$ cat src/include/dcache_defines.svh
`ifndef DCACHE_DEFINES_SVH
`define DCACHE_DEFINES_SVH

// cache organisation
`define DCACHE_WAYS 4
`define DCACHE_SETS 64
`define DCACHE_BANKS 4

// two independent load pipes
`define DCACHE_LOAD_PORTS 2

// physical address and data word widths
`define DCACHE_PADDR_W 32
`define DCACHE_WORD_W 32

`endif

$ cat src/logic/dcache_geom_pkg.sv
`include "dcache_defines.svh"

package dcache_geom_pkg;

    localparam int WAY_W = $clog2(`DCACHE_WAYS);
    localparam int SET_W = $clog2(`DCACHE_SETS);
    localparam int BANK_W = $clog2(`DCACHE_BANKS);
    localparam int WORD_BYTES = `DCACHE_WORD_W / 8;
    localparam int OFFS_W = $clog2(WORD_BYTES);
    localparam int TAG_W = `DCACHE_PADDR_W - SET_W - BANK_W - OFFS_W;

    typedef logic [SET_W-1:0] set_idx_t;
    typedef logic [BANK_W-1:0] bank_idx_t;
    typedef logic [TAG_W-1:0] tag_t;
    typedef logic [`DCACHE_WAYS-1:0] way_mask_t;
    typedef logic [WAY_W-1:0] way_idx_t;
    typedef logic [WORD_BYTES-1:0] byte_mask_t;
    typedef logic [`DCACHE_WORD_W-1:0] word_t;

    // bank 0 holds the lowest word of the line
    typedef word_t [`DCACHE_BANKS-1:0] line_t;

    typedef struct packed {
        tag_t tag;
        set_idx_t set;
        bank_idx_t bank;
        logic [OFFS_W-1:0] offset;
    } paddr_t;

    // one way of the tag array as read out
    typedef struct packed {
        logic valid;
        tag_t tag;
    } tagv_t;

endpackage

$ cat src/logic/dcache_msg_pkg.sv
`include "dcache_defines.svh"

package dcache_msg_pkg;

    typedef struct packed {
        logic valid;
        dcache_geom_pkg::paddr_t paddr;
    } load_req_t;

    typedef struct packed {
        logic valid;
        logic hit;
        logic replay;
        dcache_geom_pkg::word_t data;
    } load_resp_t;

    typedef struct packed {
        logic valid;
        dcache_geom_pkg::paddr_t paddr;
        dcache_geom_pkg::word_t data;
        dcache_geom_pkg::byte_mask_t mask;
    } store_req_t;

    typedef struct packed {
        logic valid;
        logic hit;
        logic retry;
    } store_resp_t;

    typedef struct packed {
        logic valid;
        dcache_geom_pkg::paddr_t paddr;
        dcache_geom_pkg::way_idx_t way;
        dcache_geom_pkg::line_t line;
    } refill_t;

    typedef struct packed {
        logic valid;
        dcache_geom_pkg::paddr_t paddr;
        logic port;
    } miss_req_t;

    // arbiter to load pipe
    typedef struct packed {
        logic valid;
        logic replay;
        dcache_geom_pkg::paddr_t paddr;
    } load_issue_t;

    // load pipe to collector
    typedef struct packed {
        logic valid;
        logic replay;
        logic hit;
        dcache_geom_pkg::word_t data;
        dcache_geom_pkg::paddr_t paddr;
    } pipe_result_t;

    // single write port of the arrays, shared by refill and store
    typedef struct packed {
        dcache_geom_pkg::way_mask_t tag_we;
        dcache_geom_pkg::set_idx_t set;
        dcache_geom_pkg::tag_t tag;
        dcache_geom_pkg::way_mask_t data_we;
        dcache_geom_pkg::byte_mask_t [`DCACHE_BANKS-1:0] byte_en;
        dcache_geom_pkg::line_t line;
    } array_wr_t;

endpackage

$ cat src/logic/store_refill_ctrl.sv
`timescale 1ns/10ps
`include "dcache_defines.svh"

module store_refill_ctrl (
    input  logic clk,
    input  logic rst,
    input  dcache_msg_pkg::store_req_t store_req,
    input  dcache_msg_pkg::refill_t refill,
    input  dcache_geom_pkg::tagv_t [`DCACHE_WAYS-1:0] st_tagv_rd,
    output dcache_geom_pkg::set_idx_t st_tag_rd_idx,
    output dcache_msg_pkg::array_wr_t wr,
    output logic write_active,
    output dcache_msg_pkg::store_resp_t store_resp
);

    dcache_msg_pkg::store_req_t st_q;
    logic st_valid_q;
    logic refill_seen_q;
    logic resp_valid_q;
    logic resp_hit_q;
    logic resp_retry_q;
    dcache_geom_pkg::way_mask_t st_way_hit;
    dcache_geom_pkg::way_mask_t refill_way;
    logic st_retry;
    logic st_we;

    assign st_tag_rd_idx = store_req.paddr.set;

    always_ff @(posedge clk or negedge rst) begin
        if (!rst) begin
            st_valid_q <= 1'b0;
            refill_seen_q <= 1'b0;
            resp_valid_q <= 1'b0;
            resp_hit_q <= 1'b0;
            resp_retry_q <= 1'b0;
        end else begin
            st_valid_q <= store_req.valid;
            refill_seen_q <= refill.valid;
            resp_valid_q <= st_valid_q;
            resp_hit_q <= st_we;
            resp_retry_q <= st_valid_q & st_retry;
        end
    end

    always_ff @(posedge clk) begin
        st_q <= store_req;
    end

    always_comb begin
        for (int w = 0; w < `DCACHE_WAYS; w++) begin
            st_way_hit[w] = st_tagv_rd[w].valid && st_tagv_rd[w].tag == st_q.paddr.tag;
        end
    end

    // refill in either store cycle cancels the store
    assign st_retry = refill_seen_q | refill.valid;
    assign st_we = st_valid_q & ~st_retry & (|st_way_hit);
    assign refill_way = dcache_geom_pkg::way_mask_t'(1) << refill.way;

    // refill owns the write port whenever it strobes
    always_comb begin
        wr.tag = refill.paddr.tag;
        if (refill.valid) begin
            wr.tag_we = refill_way;
            wr.set = refill.paddr.set;
            wr.data_we = refill_way;
            wr.byte_en = '1;
            wr.line = refill.line;
        end else begin
            wr.tag_we = '0;
            wr.set = st_q.paddr.set;
            wr.data_we = st_we ? st_way_hit : '0;
            wr.line = {`DCACHE_BANKS{st_q.data}};
            for (int b = 0; b < `DCACHE_BANKS; b++) begin
                wr.byte_en[b] = (st_q.paddr.bank == dcache_geom_pkg::bank_idx_t'(b)) ?
                                st_q.mask : '0;
            end
        end
    end

    assign write_active = refill.valid | st_we;

    assign store_resp.valid = resp_valid_q;
    assign store_resp.hit = resp_hit_q;
    assign store_resp.retry = resp_retry_q;

    a_store_way_onehot: assert property (@(posedge clk) disable iff (!rst)
        st_we |-> $onehot0(wr.data_we));

endmodule

$ cat config.mk
export PLATFORM = sky130hd
export DESIGN_NAME = store_refill_ctrl
export DESIGN_NICKNAME = d
export VERILOG_FILES = /design/src/logic/dcache_geom_pkg.sv /design/src/logic/dcache_msg_pkg.sv /design/src/logic/store_refill_ctrl.sv
export VERILOG_INCLUDE_DIRS = /design/src /design/src/include
export SDC_FILE = /design/constraint.sdc
export NUM_CORES = 1
export LEC_CHECK = 0
export ABC_CLOCK_PERIOD_IN_PS = 4500
export BUFFER_PORTS_ARGS = -buffer_cell sky130_fd_sc_hd__buf_2
export CAP_MARGIN = 25
export CORE_AREA = 10 10 191 193
export CTS_CLUSTER_DIAMETER = 30
export CTS_CLUSTER_SIZE = 16
export DETAILED_ROUTE_END_ITERATION = 8
export DIE_AREA = 0 0 201 203
export PLACE_DENSITY = 0.4
export SLEW_MARGIN = 20
export SYNTH_ARGS = -nofsm -noshare
export SYNTH_HDL_FRONTEND = slang
export SYNTH_SLANG_ARGS = --single-unit
$ cat constraint.sdc
create_clock -name clk -period 4.5 [get_ports clk]
set_clock_uncertainty 0.1 [all_clocks]
set_input_delay 0.9 -clock clk [delete_from_list [all_inputs] [get_ports clk]]
set_output_delay 0.9 -clock clk [all_outputs]
set_load 0.01 [all_outputs]
=== Word-level counts from Yosys, hierarchy flattened ===
Cells that the tools add are included.

* Bits in registers: 71
* Bits in latches: 0
* Bits in writable memories: 0
* Memory bits (read-only): 0
* Input bits: 326
* Output and inout bits: 190
* Word-level logic and storage cells: 37
* Memories: 0

* Add/subtract/negate cells: 0
* $mul: 0
* Div/mod/pow operators: 0
* Order comparisons: 0
* Equality and inequality tests: 7
* Shift operators: 1
* Mux-type cells: 7
* Bitwise gates (word level): 6
* Reduce and logical (&&, ||, !) cells: 6

{| class="wikitable"
|+ Operator list
! operator !! count
|-
| $mux 148 || 1
|-
| $eq 22x22->1 || 4
|-
| $mux 4 || 5
|-
| $mux 10 || 1
|-
| $eq 2x2->1 const B || 2
|-
| $logic_and 1x1->1 || 4
|-
| $reduce_or 4->1 || 1
|-
| $shl 1x2->4 const A || 1
|-
| $and 1x1->1 || 3
|-
| $eq 2x1->1 const B || 1
|-
| $logic_not 2->1 || 1
|-
| $or 1x1->1 || 2
|-
| $not 1->1 || 1
|}

=== Longest topological paths before layout ===
Gate-level depths: netlist (run 1).

* Depth in word-level cells: 6
* Gate-level depth with buffers: 7

=== Least setup slack after synthesis (run 1) ===
No wires, ideal clock.

* Path kind: input to output
* Start point: input port st_tagv_rd[75] (netlist bit)
* End point: output port write_active
* Data arrival time: 1804 ps
* Required time: 3500 ps
* Path slack: 1696 ps
* Cell stages on the path: 5
* Cell sequence: xor2_1 nor4_2 nand4_1 a41oi_2 or2_1

* Cells in the longest elaborated chain, start to end: 5

{| class="wikitable"
|+ Ends and longest elaborated chain
! item !! line !! source
|-
| from (decl) || store_refill_ctrl.sv:9 || <nowiki>input dcache_geom_pkg::tagv_t [`DCACHE_WAYS-1:0] st_tagv_rd,</nowiki>
|-
| $eq 22x22->1 || store_refill_ctrl.sv:51 || <nowiki>st_way_hit[w] = st_tagv_rd[w].valid && st_tagv_rd[w].tag == st_q.paddr.tag;</nowiki>
|-
| $logic_and 1x1->1 || store_refill_ctrl.sv:51 ||
|-
| $reduce_or 4->1 || store_refill_ctrl.sv:57 || <nowiki>assign st_we = st_valid_q & ~st_retry & (|st_way_hit);</nowiki>
|-
| $and 1x1->1 || store_refill_ctrl.sv:57 ||
|-
| net st_we || store_refill_ctrl.sv:25 || <nowiki>logic st_we;</nowiki>
|-
| $or 1x1->1 || store_refill_ctrl.sv:81 || <nowiki>assign write_active = refill.valid | st_we;</nowiki>
|-
| to (decl) || store_refill_ctrl.sv:12 || <nowiki>output logic write_active,</nowiki>
|}

The timed path passes the listed nets, and every way through them passes these cells.

=== Worst setup path in the final report (run 1) ===
* Start point: input port st_tagv_rd[34] (netlist bit)
* End point: output port write_active

The elaborated chain is that of the path after synthesis.

==> metrics.md, run 1 <==
| Metric | Value |
|---|---|
| Shortest clock period the worst path allows after layout | 3.588 ns |
| Post-CTS Setup Repair Bufs | 0 |
| Count of warnings emitted by yosys | 0 |
| CORE AREA | 32450 sq um |
| Setup violators final | 0 |
| Critical path buffers and inverters | 2 |
| Worst R2R Setup Slack | 2.53 ns |
| Maximum clock path buffer count | 2 |
| Routability Congestion | 0.8756 |
| Number of clock sinks seen by CTS | 71 |
| Post-Synthesis Cells | ~570 |
| Initial Util | a little over an eighth |
| Final HPWL DP | 23470 um |
| Area of all placed cells without fillers | approximately 7000 sq um |
| Count of nets after finishing | 1324 |
| Main flop type after synthesis | sky130_fd_sc_hd__dfxtp_1 |
| Number of global-route vias before repair | 5707 |
| Number of hold violations in the final report | 0 |
| Most common cell after layout, fill and taps aside | sky130_fd_sc_hd__buf_2 |
| Routed wire per std cell | 18.67 um |
| Die width | 201 um |
| Global Route Usage Sum | between 10 and 15% |
| Critical path required time | around 3.5 ns |
| Reg2reg start | st_q[49]$_DFF_P_ |
| Maximum clock frequency | roughly 280 MHz |
| Wire length of the first global-routing pass | 37960 um |
| Tightest Hold Check Type | in2async |
| Share of post-route cells with drive strength above 1 | 49.75% |
| Static leakage | 4.029 nW |
| First DRT Iteration DRCs | 284 |
| DRC violations left | 0 |
| Main area contributors after synthesis | sky130_fd_sc_hd__dfxtp_1 31%, sky130_fd_sc_hd__nand2_1 23%, sky130_fd_sc_hd__xor2_1 9.1% |
| Antenna Nets Post-Route | 0 |
| Reg-to-Reg End | resp_hit_q$_DFF_PN0_ |
| Number of detailed-route iterations in the first pass | 5 |
| Total CTS buffers | 9 |
| Cell type with the largest total area after synthesis | sky130_fd_sc_hd__dfxtp_1 |
| Commonest non-fill, non-tap cells in the layout | 464 x sky130_fd_sc_hd__buf_2, 259 x sky130_fd_sc_hd__nand2_1, 66 x sky130_fd_sc_hd__dfxtp_1 |
| Worst setup path class | in2out |
| Critical path cell sequence | buf_2, xnor2_1, nand4_1, nor4_1, nand4_1, a41oi_2, or2_1, buf_2 |
| Critical Path AT | 2.59 ns |
| Clock network latency to the later pin of the worst-skew pair | 0.36 ns |
| Worst-case headroom to the max-slew limit | 59.12% |
| Worst Reg2Reg Path Length in Cells | 4 |
| Slew Viols, Final | 0 |
| Area added between synthesis and finish | 68.67% |
| CP top delay family | simple AND/OR/NAND/NOR gates |
| Depth of the CTS H-tree | 3 |
| Proportion of register bits with asynchronous set or reset after synthesis | 7.042% |
| Cell chosen for the clock root | sky130_fd_sc_hd__clkbuf_16 |
| Top-Level Pins | 516 |
| Clock-pin transition on the worst setup and hold timing paths | ~0.060 ns |
| Number of vias in the routed layout | 5331 |
| Post-synth top area share | 31.27% |
| Outcome | finished clean |
| Grt total ovfl | 0 |
| Total wire length | 27050 um |
| Dpl cell area | between 6000 and 7000 sq um |
| Avg Inst Size Synth | around 7.4 sq um |
| Share of the cycle needed by the critical path after routing | between 70% and 80% |
| Unrepaired setup endpoints after global routing | false |
| Crit path largest cell delay | roughly 0.48 ns |
| Total nets after synthesis | between 800 and 900 |
| Critical Path Fanout Max | 2 |
| Storage element area | 1446 sq um |
| Multi-input logic area | 2450 sq um |
| Number of enable flip-flop cells after synthesis | 0 |
| Antenna violations before repair | 4 |
| Mapped Area | 4225 sq um |
| Full die area | 40800 sq um |
| PwrDens | about 280 nW/um^2 |
| Peak VDD IR | 0.0001588 V |
| Crit-path slowest cell | sky130_fd_sc_hd__nor4_1 |
| Drt via density | about 3.7 |
| Post-synthesis sequential element count | 71 |
| Critical Path Source Type | input port |
| Site Rows | 66 |
| Setup TNS | 0 ns |
| Filler Cell Count | 3746 |
| Seq/Total Area, Yosys | roughly 34% |
| Largest net degree at the start of global routing | 71 |
| Actual transition at the worst max-transition pin | 0.6076 ns |
| Resized Gates After CTS | 0 |
| Clock tree from TritonCTS | done |
| Number of hold-repair buffers added at the cts stage | 0 |
| # port buffers | 465 |
| Critical Path Sink Type | output port |
| Max-cap violations | 0 |
| Unique masters post-synth | 27 |
| Die H | 203 um |
-- through the flow --
stage / setup WS, ns / std cells / power, mW / hold WS [ns] / util, %
floorplan: 1.696 / 573 / 0.9698 / 0.2666 / -
global placement: 0.9278 / 1429 / 1.265 / 0.2904 / 21.00
detailed placement: 0.9609 / 1429 / 1.263 / 0.2906 / 21.00
CTS: 0.9528 / 1445 / 2.043 / 0.2180 / 21.93
global route: 0.8579 / 1449 / 2.115 / 0.2240 / 21.96
finish: 0.9115 / 1449 / 1.983 / 0.2486 / 21.96
-- kinds of logic after synthesis --
kind of cell           after synthesis  synth area share, %
multiplexers                         6                1.599
buffers and inverters               54                7.788
flip-flops                          71                34.23
AND/OR/NAND/NOR                    333                33.97
XOR/XNOR                            88                18.42
AO/OA/AOI/OAI                       21                3.998
-- layout make-up --
| type | instances | area share (%) |
|---|---|---|
| diodes | 4 | 0.1404 |
| multi-input cells | 448 | 34.37 |
| repair buffers | 468 | 33.18 |
| clock buffers | 11 | 3.704 |
| well taps | 442 | 7.760 |
| clock inverters | 5 | 0.5442 |
| flip-flops and latches | 71 | 20.29 |
-- synthesized netlist by cell type, types with 3 or more instances --
library cell,instances
sky130_fd_sc_hd__nand2_1,259
sky130_fd_sc_hd__dfxtp_1,66
sky130_fd_sc_hd__xor2_1,44
sky130_fd_sc_hd__xnor2_1,43
sky130_fd_sc_hd__nand2b_1,32
sky130_fd_sc_hd__buf_4,31
sky130_fd_sc_hd__clkbuf_1,16
sky130_fd_sc_hd__nand4_1,16
sky130_fd_sc_hd__a21o_1,12
sky130_fd_sc_hd__nor4_1,9
sky130_fd_sc_hd__nor2_1,8
sky130_fd_sc_hd__mux2_2,6
sky130_fd_sc_hd__dfrtp_1,5
sky130_fd_sc_hd__a31o_2,4
sky130_fd_sc_hd__buf_1,4
sky130_fd_sc_hd__nor2b_1,3
sky130_fd_sc_hd__nor4_2,3
-- power breakdown --
part | leakage (nW) | internal, mW | switching (mW)
combinational | 3.26 | 0.258 | 0.290
sequential | 0.618 | 0.663 | 0.0338
clock | 0.147 | 0.425 | 0.314
total | 4.03 | 1.35 | 0.637
-- how the worst max path moves through the flow --
stage                   endpoint  cells past startpoint            from
floorplan           write_active                      5  st_tagv_rd[75]
CTS                 write_active                      8  st_tagv_rd[34]
detailed placement  write_active                      8  st_tagv_rd[34]
finish              write_active                      8  st_tagv_rd[34]
global route        write_active                      8  st_tagv_rd[34]
global placement    write_active                      8  st_tagv_rd[34]
-- metal layers --
layer  global-route usage (%)  vias to the layer above  wire, um
met2                    21.97                      248     13960
li1                         -                     2625         -
met1                    13.59                     2411     10440
met3                    4.362                       47      1918
met4                    5.085                        0       723
met5                        0                        -         0
-- state kept, by name (all words and copies together) (netlist names) --
| register | flops |
|---|---|
| st_q | 66 |
| refill_seen_q | 1 |
| resp_hit_q | 1 |
| resp_retry_q | 1 |
| resp_valid_q | 1 |
| st_valid_q | 1 |
Power figures use the tool's default switching activity.
==> inputs of run 2 (changes only) <==
--- a/config.mk
+++ b/config.mk
@@ -6,7 +6,7 @@
 export SDC_FILE = /design/constraint.sdc
 export NUM_CORES = 1
 export LEC_CHECK = 0
-export ABC_CLOCK_PERIOD_IN_PS = 4500
+export ABC_CLOCK_PERIOD_IN_PS = 3100
 export BUFFER_PORTS_ARGS = -buffer_cell sky130_fd_sc_hd__buf_2
 export CAP_MARGIN = 25
 export CORE_AREA = 10 10 191 193
@@ -14,7 +14,7 @@
 export CTS_CLUSTER_SIZE = 16
 export DETAILED_ROUTE_END_ITERATION = 8
 export DIE_AREA = 0 0 201 203
-export PLACE_DENSITY = 0.4
+export PLACE_DENSITY = 0.41
 export SLEW_MARGIN = 20
 export SYNTH_ARGS = -nofsm -noshare
 export SYNTH_HDL_FRONTEND = slang
==> constraint.sdc (replaced) <==
create_clock -name clk -period 3.1 [get_ports clk]
set_clock_uncertainty 0.1 [all_clocks]
set_input_delay 0.62 -clock clk [delete_from_list [all_inputs] [get_ports clk]]
set_output_delay 0.62 -clock clk [all_outputs]
set_load 0.01 [all_outputs]
==> run 2 against run 1 <==
Routed wire length shrank 0.60%. Setup slack got worse by 0.73 ns. Via count up 0.24%. Clock power increased by 35%. Critical path type is now reg2out. Largest power group is now registers.
==> metrics.md, run 2 (synthesis gave the netlist of run 1 again) <==
| Metric | Value |
|---|---|
| Outcome | finished clean |
| Initial Util | 13.02% |
| Die H | just over 200 um |
| Routability Congestion | 0.8807 |
| Antenna Nets Post-Route | 0 |
| Tightest Hold Check Type | in2reg |
| Actual transition at the worst max-transition pin | 0.4418 ns |
| Largest net degree at the start of global routing | 64 |
| Number of flip-flops in the largest register | 66 |
| Slew Viols, Final | 0 |
| DRC violations left | 0 |
| Global Route Usage Sum | 12.50% |
| Die width | approximately 200 um |
| Number of detailed-route iterations in the first pass | 7 |
| Worst setup path class | reg2out |
| Crit-path slowest cell | sky130_fd_sc_hd__dfxtp_1 |
| PwrDens | 393.1 nW/um^2 |
| CORE AREA | 32450 sq um |
| Proportion of total power due to net switching | 32.44% |
| Wire length of the first global-routing pass | between 30000 and 40000 um |
| Part of the total power dissipated in sequential elements | 35.9% |
| Setup violators final | 0 |
| Shortest clock period the worst path allows after layout | 2.919 ns |
| Number of global-route vias before repair | about 5800 |
| Clock network latency to the later pin of the worst-skew pair | ~0.36 ns |
| Grt total ovfl | 0 |
| Maximum clock frequency | between 300 and 400 MHz |
| Post-CTS Setup Repair Bufs | 0 |
| Area added between synthesis and finish | 69.59% |
| Clock-pin transition on the worst setup and hold timing paths | 0.07 ns |
| Total net switching power | 913.7 uW |
| First DRT Iteration DRCs | 279 |
| Combinational group share of total power | 28.5% |
| Routed wire per std cell | 18.50 um |
| Share of power burned in the clock network | between 30 and 40% |
| Most common cell after layout, fill and taps aside | sky130_fd_sc_hd__buf_2 |
| Share of the cycle needed by the critical path after routing | 94.16% |
| Full die area | between 40000 and 50000 sq um |
| Count of nets after finishing | ~1300 |
| Biggest register | st_q |
| Final HPWL DP | 23500 um |
| Unrepaired setup endpoints after global routing | false |
| Commonest non-fill, non-tap cells in the layout | 464 x sky130_fd_sc_hd__buf_2, 259 x sky130_fd_sc_hd__nand2_1, 66 x sky130_fd_sc_hd__dfxtp_1 |
| Max-cap violations | 0 |
| Critical Path Fanout Max | 4 |
| Number of vias in the routed layout | 5344 |
| Critical path required time | 2.38 ns |
| Peak VDD IR | 0.0002290 V |
| Critical Path AT | 2.20 ns |
| Number of clock sinks seen by CTS | 71 |
| Critical Path Sink Type | output port |
| Cell chosen for the clock root | sky130_fd_sc_hd__clkbuf_16 |
| Setup TNS | 0 ns |
| Clock tree from TritonCTS | done |
| Maximum clock path buffer count | 2 |
| Overall Power | 2.817 mW |
| Number of hold violations in the final report | 0 |
| Static leakage | 4.052 nW |
| # port buffers | 465 |
| Crit path largest cell delay | around 0.53 ns |
| Filler Cell Count | 3722 |
| Antenna violations before repair | 4 |
| Critical path cell sequence | xor2_1, nor4_1, nand4_1, a41oi_2, or2_1, buf_2 |
| Total CTS buffers | 9 |
| Top-Level Pins | 516 |
| Share of post-route cells with drive strength above 1 | roughly half |
| Int Pwr | ~1.9 mW |
| Critical Path Source Type | flop |
| Worst-case headroom to the max-slew limit | 70.28% |
| Site Rows | 66 |
| Depth of the CTS H-tree | 3 |
| Total wire length | approximately 27000 um |
| Drt via density | about 3.7 |
run 2: changes by cell type in the layout (fill, tap and decap cells not counted), sizes merged:
cell | before | now
clkbuf | 11 | 10
dlygate4sd3 | 0 | 1
clkinvlp | 1 | 2
buf | 468 | 474
diode | 4 | 2
clkinv | 3 | 2
run 2: critical path: cells and delay by family, from the launching register on:
| family | cells | cell delay (ns) |
|---|---|---|
| and+or+nand+nor | 3 | 0.79 |
| DFF | 1 | 0.53 |
| AOI/OAI and AO/OA | 1 | 0.25 |
| xor gates and xnor gates | 1 | 0.13 |
| buffers and inverters | 1 | 0.13 |
run 2: layout make-up:
type	count	area (sq um)	area share [%]
well taps	442	553.0	7.718
multi-input cells	448	2456	34.28
clock inverters	5	33.78	0.4715
flip-flops and latches	71	1446	20.19
diodes	2	5.005	0.06984
clock buffers	10	239.0	3.335
repair buffers	475	2432	33.94
run 2: metrics by stage:
step | area (sq um) | worst slack, ns | hold WS [ns] | utilization [%] | std cells
floorplan | 4225 | 0.8563 | 0.2244 | - | 573
global placement | 6872 | 0.2922 | 0.2837 | 21.17 | 1435
CTS | 7154 | 0.1908 | 0.2241 | 22.04 | 1451
global route | 7166 | 0.02860 | 0.2249 | 22.08 | 1453
detailed placement | 6872 | 0.3203 | 0.2845 | 21.17 | 1435
finish | 7166 | 0.1811 | 0.2547 | 22.08 | 1453
run 2: power by group through the flow:
stage	registers, mW	clock network (mW)	logic, mW
6_report	1.01	1.00	0.802
5_1_grt	1.02	1.09	0.886
4_1_cts	1.01	1.07	0.814
3_5_place_dp	1.03	0	0.808
3_3_place_gp	1.03	0	0.815
2_1_floorplan	1.01	0	0.396
run 2: final timing paths:
path	from	depth (start not counted)	end	slack, ns
worst max-delay path	st_q[46]$_DFF_P_	6	write_active	0.18
worst min-delay path	store_req[65]	1	st_q[65]$_DFF_P_	0.25
worst max register to register	st_q[46]$_DFF_P_	5	resp_hit_q$_DFF_PN0_	1.20
worst min register to register	st_valid_q$_DFF_PN0_	0	resp_valid_q$_DFF_PN0_	0.29
max in group asynchronous	rst	2	resp_retry_q$_DFF_PN0_	2.25
min in group asynchronous	rst	2	resp_valid_q$_DFF_PN0_	0.52
run 2: metal layers:
metal	track usage, %	wire length [um]	vias to the layer above
li1	-	-	2632
met1	13.34	10300	2427
met2	22.77	14230	236
met3	3.805	1711	49
met4	4.544	650	0
met5	0	0	-
run 2: what timing repair did:
item / 4_1_cts / 5_1_grt
resized for setup: 0 / 1
setup endpoints to repair: 0 / 1
hold buffers: 1 / 0
endpoints found under the hold margin: 5 / 0
==> inputs of run 3 (changes only) <==
--- a/config.mk
+++ b/config.mk
@@ -8,12 +8,13 @@
 export LEC_CHECK = 0
 export ABC_CLOCK_PERIOD_IN_PS = 3100
 export BUFFER_PORTS_ARGS = -buffer_cell sky130_fd_sc_hd__buf_2
-export CAP_MARGIN = 25
+export CAP_MARGIN = 10
 export CORE_AREA = 10 10 191 193
 export CTS_CLUSTER_DIAMETER = 30
 export CTS_CLUSTER_SIZE = 16
 export DETAILED_ROUTE_END_ITERATION = 8
 export DIE_AREA = 0 0 201 203
+export MAX_ROUTING_LAYER = met4
 export PLACE_DENSITY = 0.41
 export SLEW_MARGIN = 20
 export SYNTH_ARGS = -nofsm -noshare
==> run 3 against run 2 <==
Design area rose by 0.61%. Setup slack improved by 0.015 ns. Final cell count rose by 0.28%. Global-route usage rose by 0.63 points. Register-to-register slack improved by 0.02 ns. Core utilization rose by 0.13 points. Hold slack barely moved. First-iteration DRC count did not move. Sequential power barely moved. Sequential cell count did not move. Total power rose by 3.7%.
==> metrics.md, run 3 (synthesis gave the netlist of run 1 again) <==
| Metric | Value |
|---|---|
| Site Rows | 66 |
| Wire length of the first global-routing pass | between 30000 and 40000 um |
| Unrepaired setup endpoints after global routing | false |
| Grt total ovfl | 0 |
| Met3 wire len | 1751 um |
| Maximum clock frequency | 344.3 MHz |
| Storage element area | 1446 sq um |
| Number of flip-flops in the largest register | 66 |
| Drt via density | 3.737 |
| Depth of the CTS H-tree | 3 |
| Maximum clock path buffer count | 2 |
| Resized Gates After CTS | 0 |
| # port buffers | ~470 |
| Worst-case headroom to the max-slew limit | approximately 67% |
| Slew Viols, Final | 0 |
| Area of all placed cells without fillers | roughly 7000 sq um |
| Total wire length | 27540 um |
| Total CTS buffers | 9 |
| Share of the cycle needed by the critical path after routing | 93.69% |
| Number of hold violations in the final report | 0 |
| Most common cell after layout, fill and taps aside | sky130_fd_sc_hd__buf_2 |
| Number of vias in the routed layout | 5445 |
| Actual transition at the worst max-transition pin | roughly 0.5 ns |
| Critical path required time | 2.38 ns |
| Antenna violations before repair | 3 |
| Hold Path Stages | 1 |
| Static leakage | 4.074 nW |
| Shortest clock period the worst path allows after layout | 2.904 ns |
| Top-Level Pins | ~520 |
| Area added between synthesis and finish | 70.62% |
| Die width | 201 um |
| Share of post-route cells with drive strength above 1 | 49.95% |
| Clock network latency to the later pin of the worst-skew pair | 0.36 ns |
| Cell chosen for the clock root | sky130_fd_sc_hd__clkbuf_16 |
| Commonest non-fill, non-tap cells in the layout | 464 x sky130_fd_sc_hd__buf_2, 259 x sky130_fd_sc_hd__nand2_1, 66 x sky130_fd_sc_hd__dfxtp_1 |
| Highest metal layer used by the detailed router | met4 |
| First DRT Iteration DRCs | ~280 |
| CORE AREA | 32450 sq um |
| Die H | approximately 200 um |
| PwrDens | 405.2 nW/um^2 |
| Global Route Usage Sum | 13.13% |
| Number of global-route vias before repair | 5873 |
| Setup violators final | 0 |
| Tightest Hold Check Type | in2reg |
| Full die area | around 41000 sq um |
| Number of detailed-route iterations in the first pass | 5 |
| Setup TNS | 0 ns |
| Critical Path Source Type | flop |
| Number of clock sinks seen by CTS | 71 |
| Routed wire per std cell | 18.90 um |
| Multi-input logic area | 2450 sq um |
| Clock tree from TritonCTS | done |
| Worst Reg2Reg Path Length in Cells | 6 |
| Worst setup path class | reg2out |
| Final HPWL DP | 24010 um |
| Outcome | finished clean |
| Max-cap violations | 0 |
| Critical Path AT | 2.18 ns |
| Critical Path Sink Type | output port |
| Met2 routed wirelength | 14460 um |
| Peak VDD IR | 0.0002331 V |
| DRC violations left | 0 |
| Initial Util | a little over an eighth |
| Count of nets after finishing | 1334 |
| Filler Cell Count | about 3700 |
| Met1 Wirelength | 10540 um |
| Biggest register | st_q |
| Largest net degree at the start of global routing | 49 |
| Dpl cell area | 6894 sq um |
| Antenna Nets Post-Route | 0 |
| Count of placed standard cells in the final layout, fillers left out | 1457 |
| Clock-pin transition on the worst setup and hold timing paths | around 0.06 ns |
| Placed Instances | roughly 1400 |
| Critical Path Fanout Max | 4 |
| Routability Congestion | 0.9188 |
| Worst hold-check slack | 0.2552 ns |
==> run 3: changes by cell type in the layout (fill, tap and decap cells not counted) <==
| cell | before | now |
|---|---|---|
| sky130_fd_sc_hd__clkbuf_1 | 0 | 2 |
| sky130_fd_sc_hd__buf_4 | 8 | 11 |
| sky130_fd_sc_hd__bufinv_16 | 0 | 1 |
| sky130_fd_sc_hd__nor4_1 | 8 | 9 |
| sky130_fd_sc_hd__clkinv_2 | 2 | 0 |
| sky130_fd_sc_hd__nor4_2 | 4 | 3 |
==> run 3: cell type report <==
type / instances / area share (%)
repair buffers: 478 / 34.05
clock inverters: 4 / 0.7463
well taps: 442 / 7.671
diodes: 2 / 0.06942
multi-input cells: 448 / 33.98
flip-flops and latches: 71 / 20.06
clock buffers: 12 / 3.419
==> run 3: path summary, 6_finish.rpt <==
check,start,slack (ns),end
worst max-delay path,st_q[57]$_DFF_P_,0.20,write_active
worst min-delay path,store_req[5],0.26,st_q[5]$_DFF_P_
worst max register to register,st_q[57]$_DFF_P_,1.22,resp_hit_q$_DFF_PN0_
worst min register to register,st_valid_q$_DFF_PN0_,0.31,resp_valid_q$_DFF_PN0_
max in group asynchronous,rst,2.25,refill_seen_q$_DFF_PN0_
min in group asynchronous,rst,0.52,resp_valid_q$_DFF_PN0_
==> run 3: metal layers <==
layer	GRT usage, %	vias up
met5	-	-
met4	5.680	0
met3	3.550	54
met2	22.70	261
met1	13.91	2491
li1	-	2639
==> run 3: what timing repair did <==
item,in CTS,in global routing
hold buffers,1,0
buffers inserted,0,0
hold endpoints to repair,5,0
==> run 3: worst max-delay path, stage by stage (launching register included) <==
cell                      delay (ns)
sky130_fd_sc_hd__dfxtp_1        0.49
sky130_fd_sc_hd__xnor2_1        0.16
sky130_fd_sc_hd__nand4_1        0.14
sky130_fd_sc_hd__nor4_1         0.32
sky130_fd_sc_hd__nand4_1        0.21
sky130_fd_sc_hd__a41oi_2        0.25
sky130_fd_sc_hd__or2_1          0.12
sky130_fd_sc_hd__buf_2          0.14
==> run 3: through the flow <==
| step | setup slack, ns | util [%] | total power, mW |
|---|---|---|---|
| global route | 0.04840 | 22.21 | 3.104 |
| CTS | 0.1510 | 22.20 | 2.996 |
| detailed placement | 0.3087 | 21.24 | 1.848 |
| finish | 0.1957 | 22.21 | 2.921 |
| global placement | 0.3026 | 21.24 | 1.851 |
| floorplan | 0.8563 | - | 1.408 |
==> run 3: where the power goes <==
part	total, mW	switching [mW]	internal [mW]	leakage, nW
clock network	1.10	0.449	0.649	0.139
registers	1.01	0.0478	0.963	0.618
logic	0.812	0.428	0.384	3.32
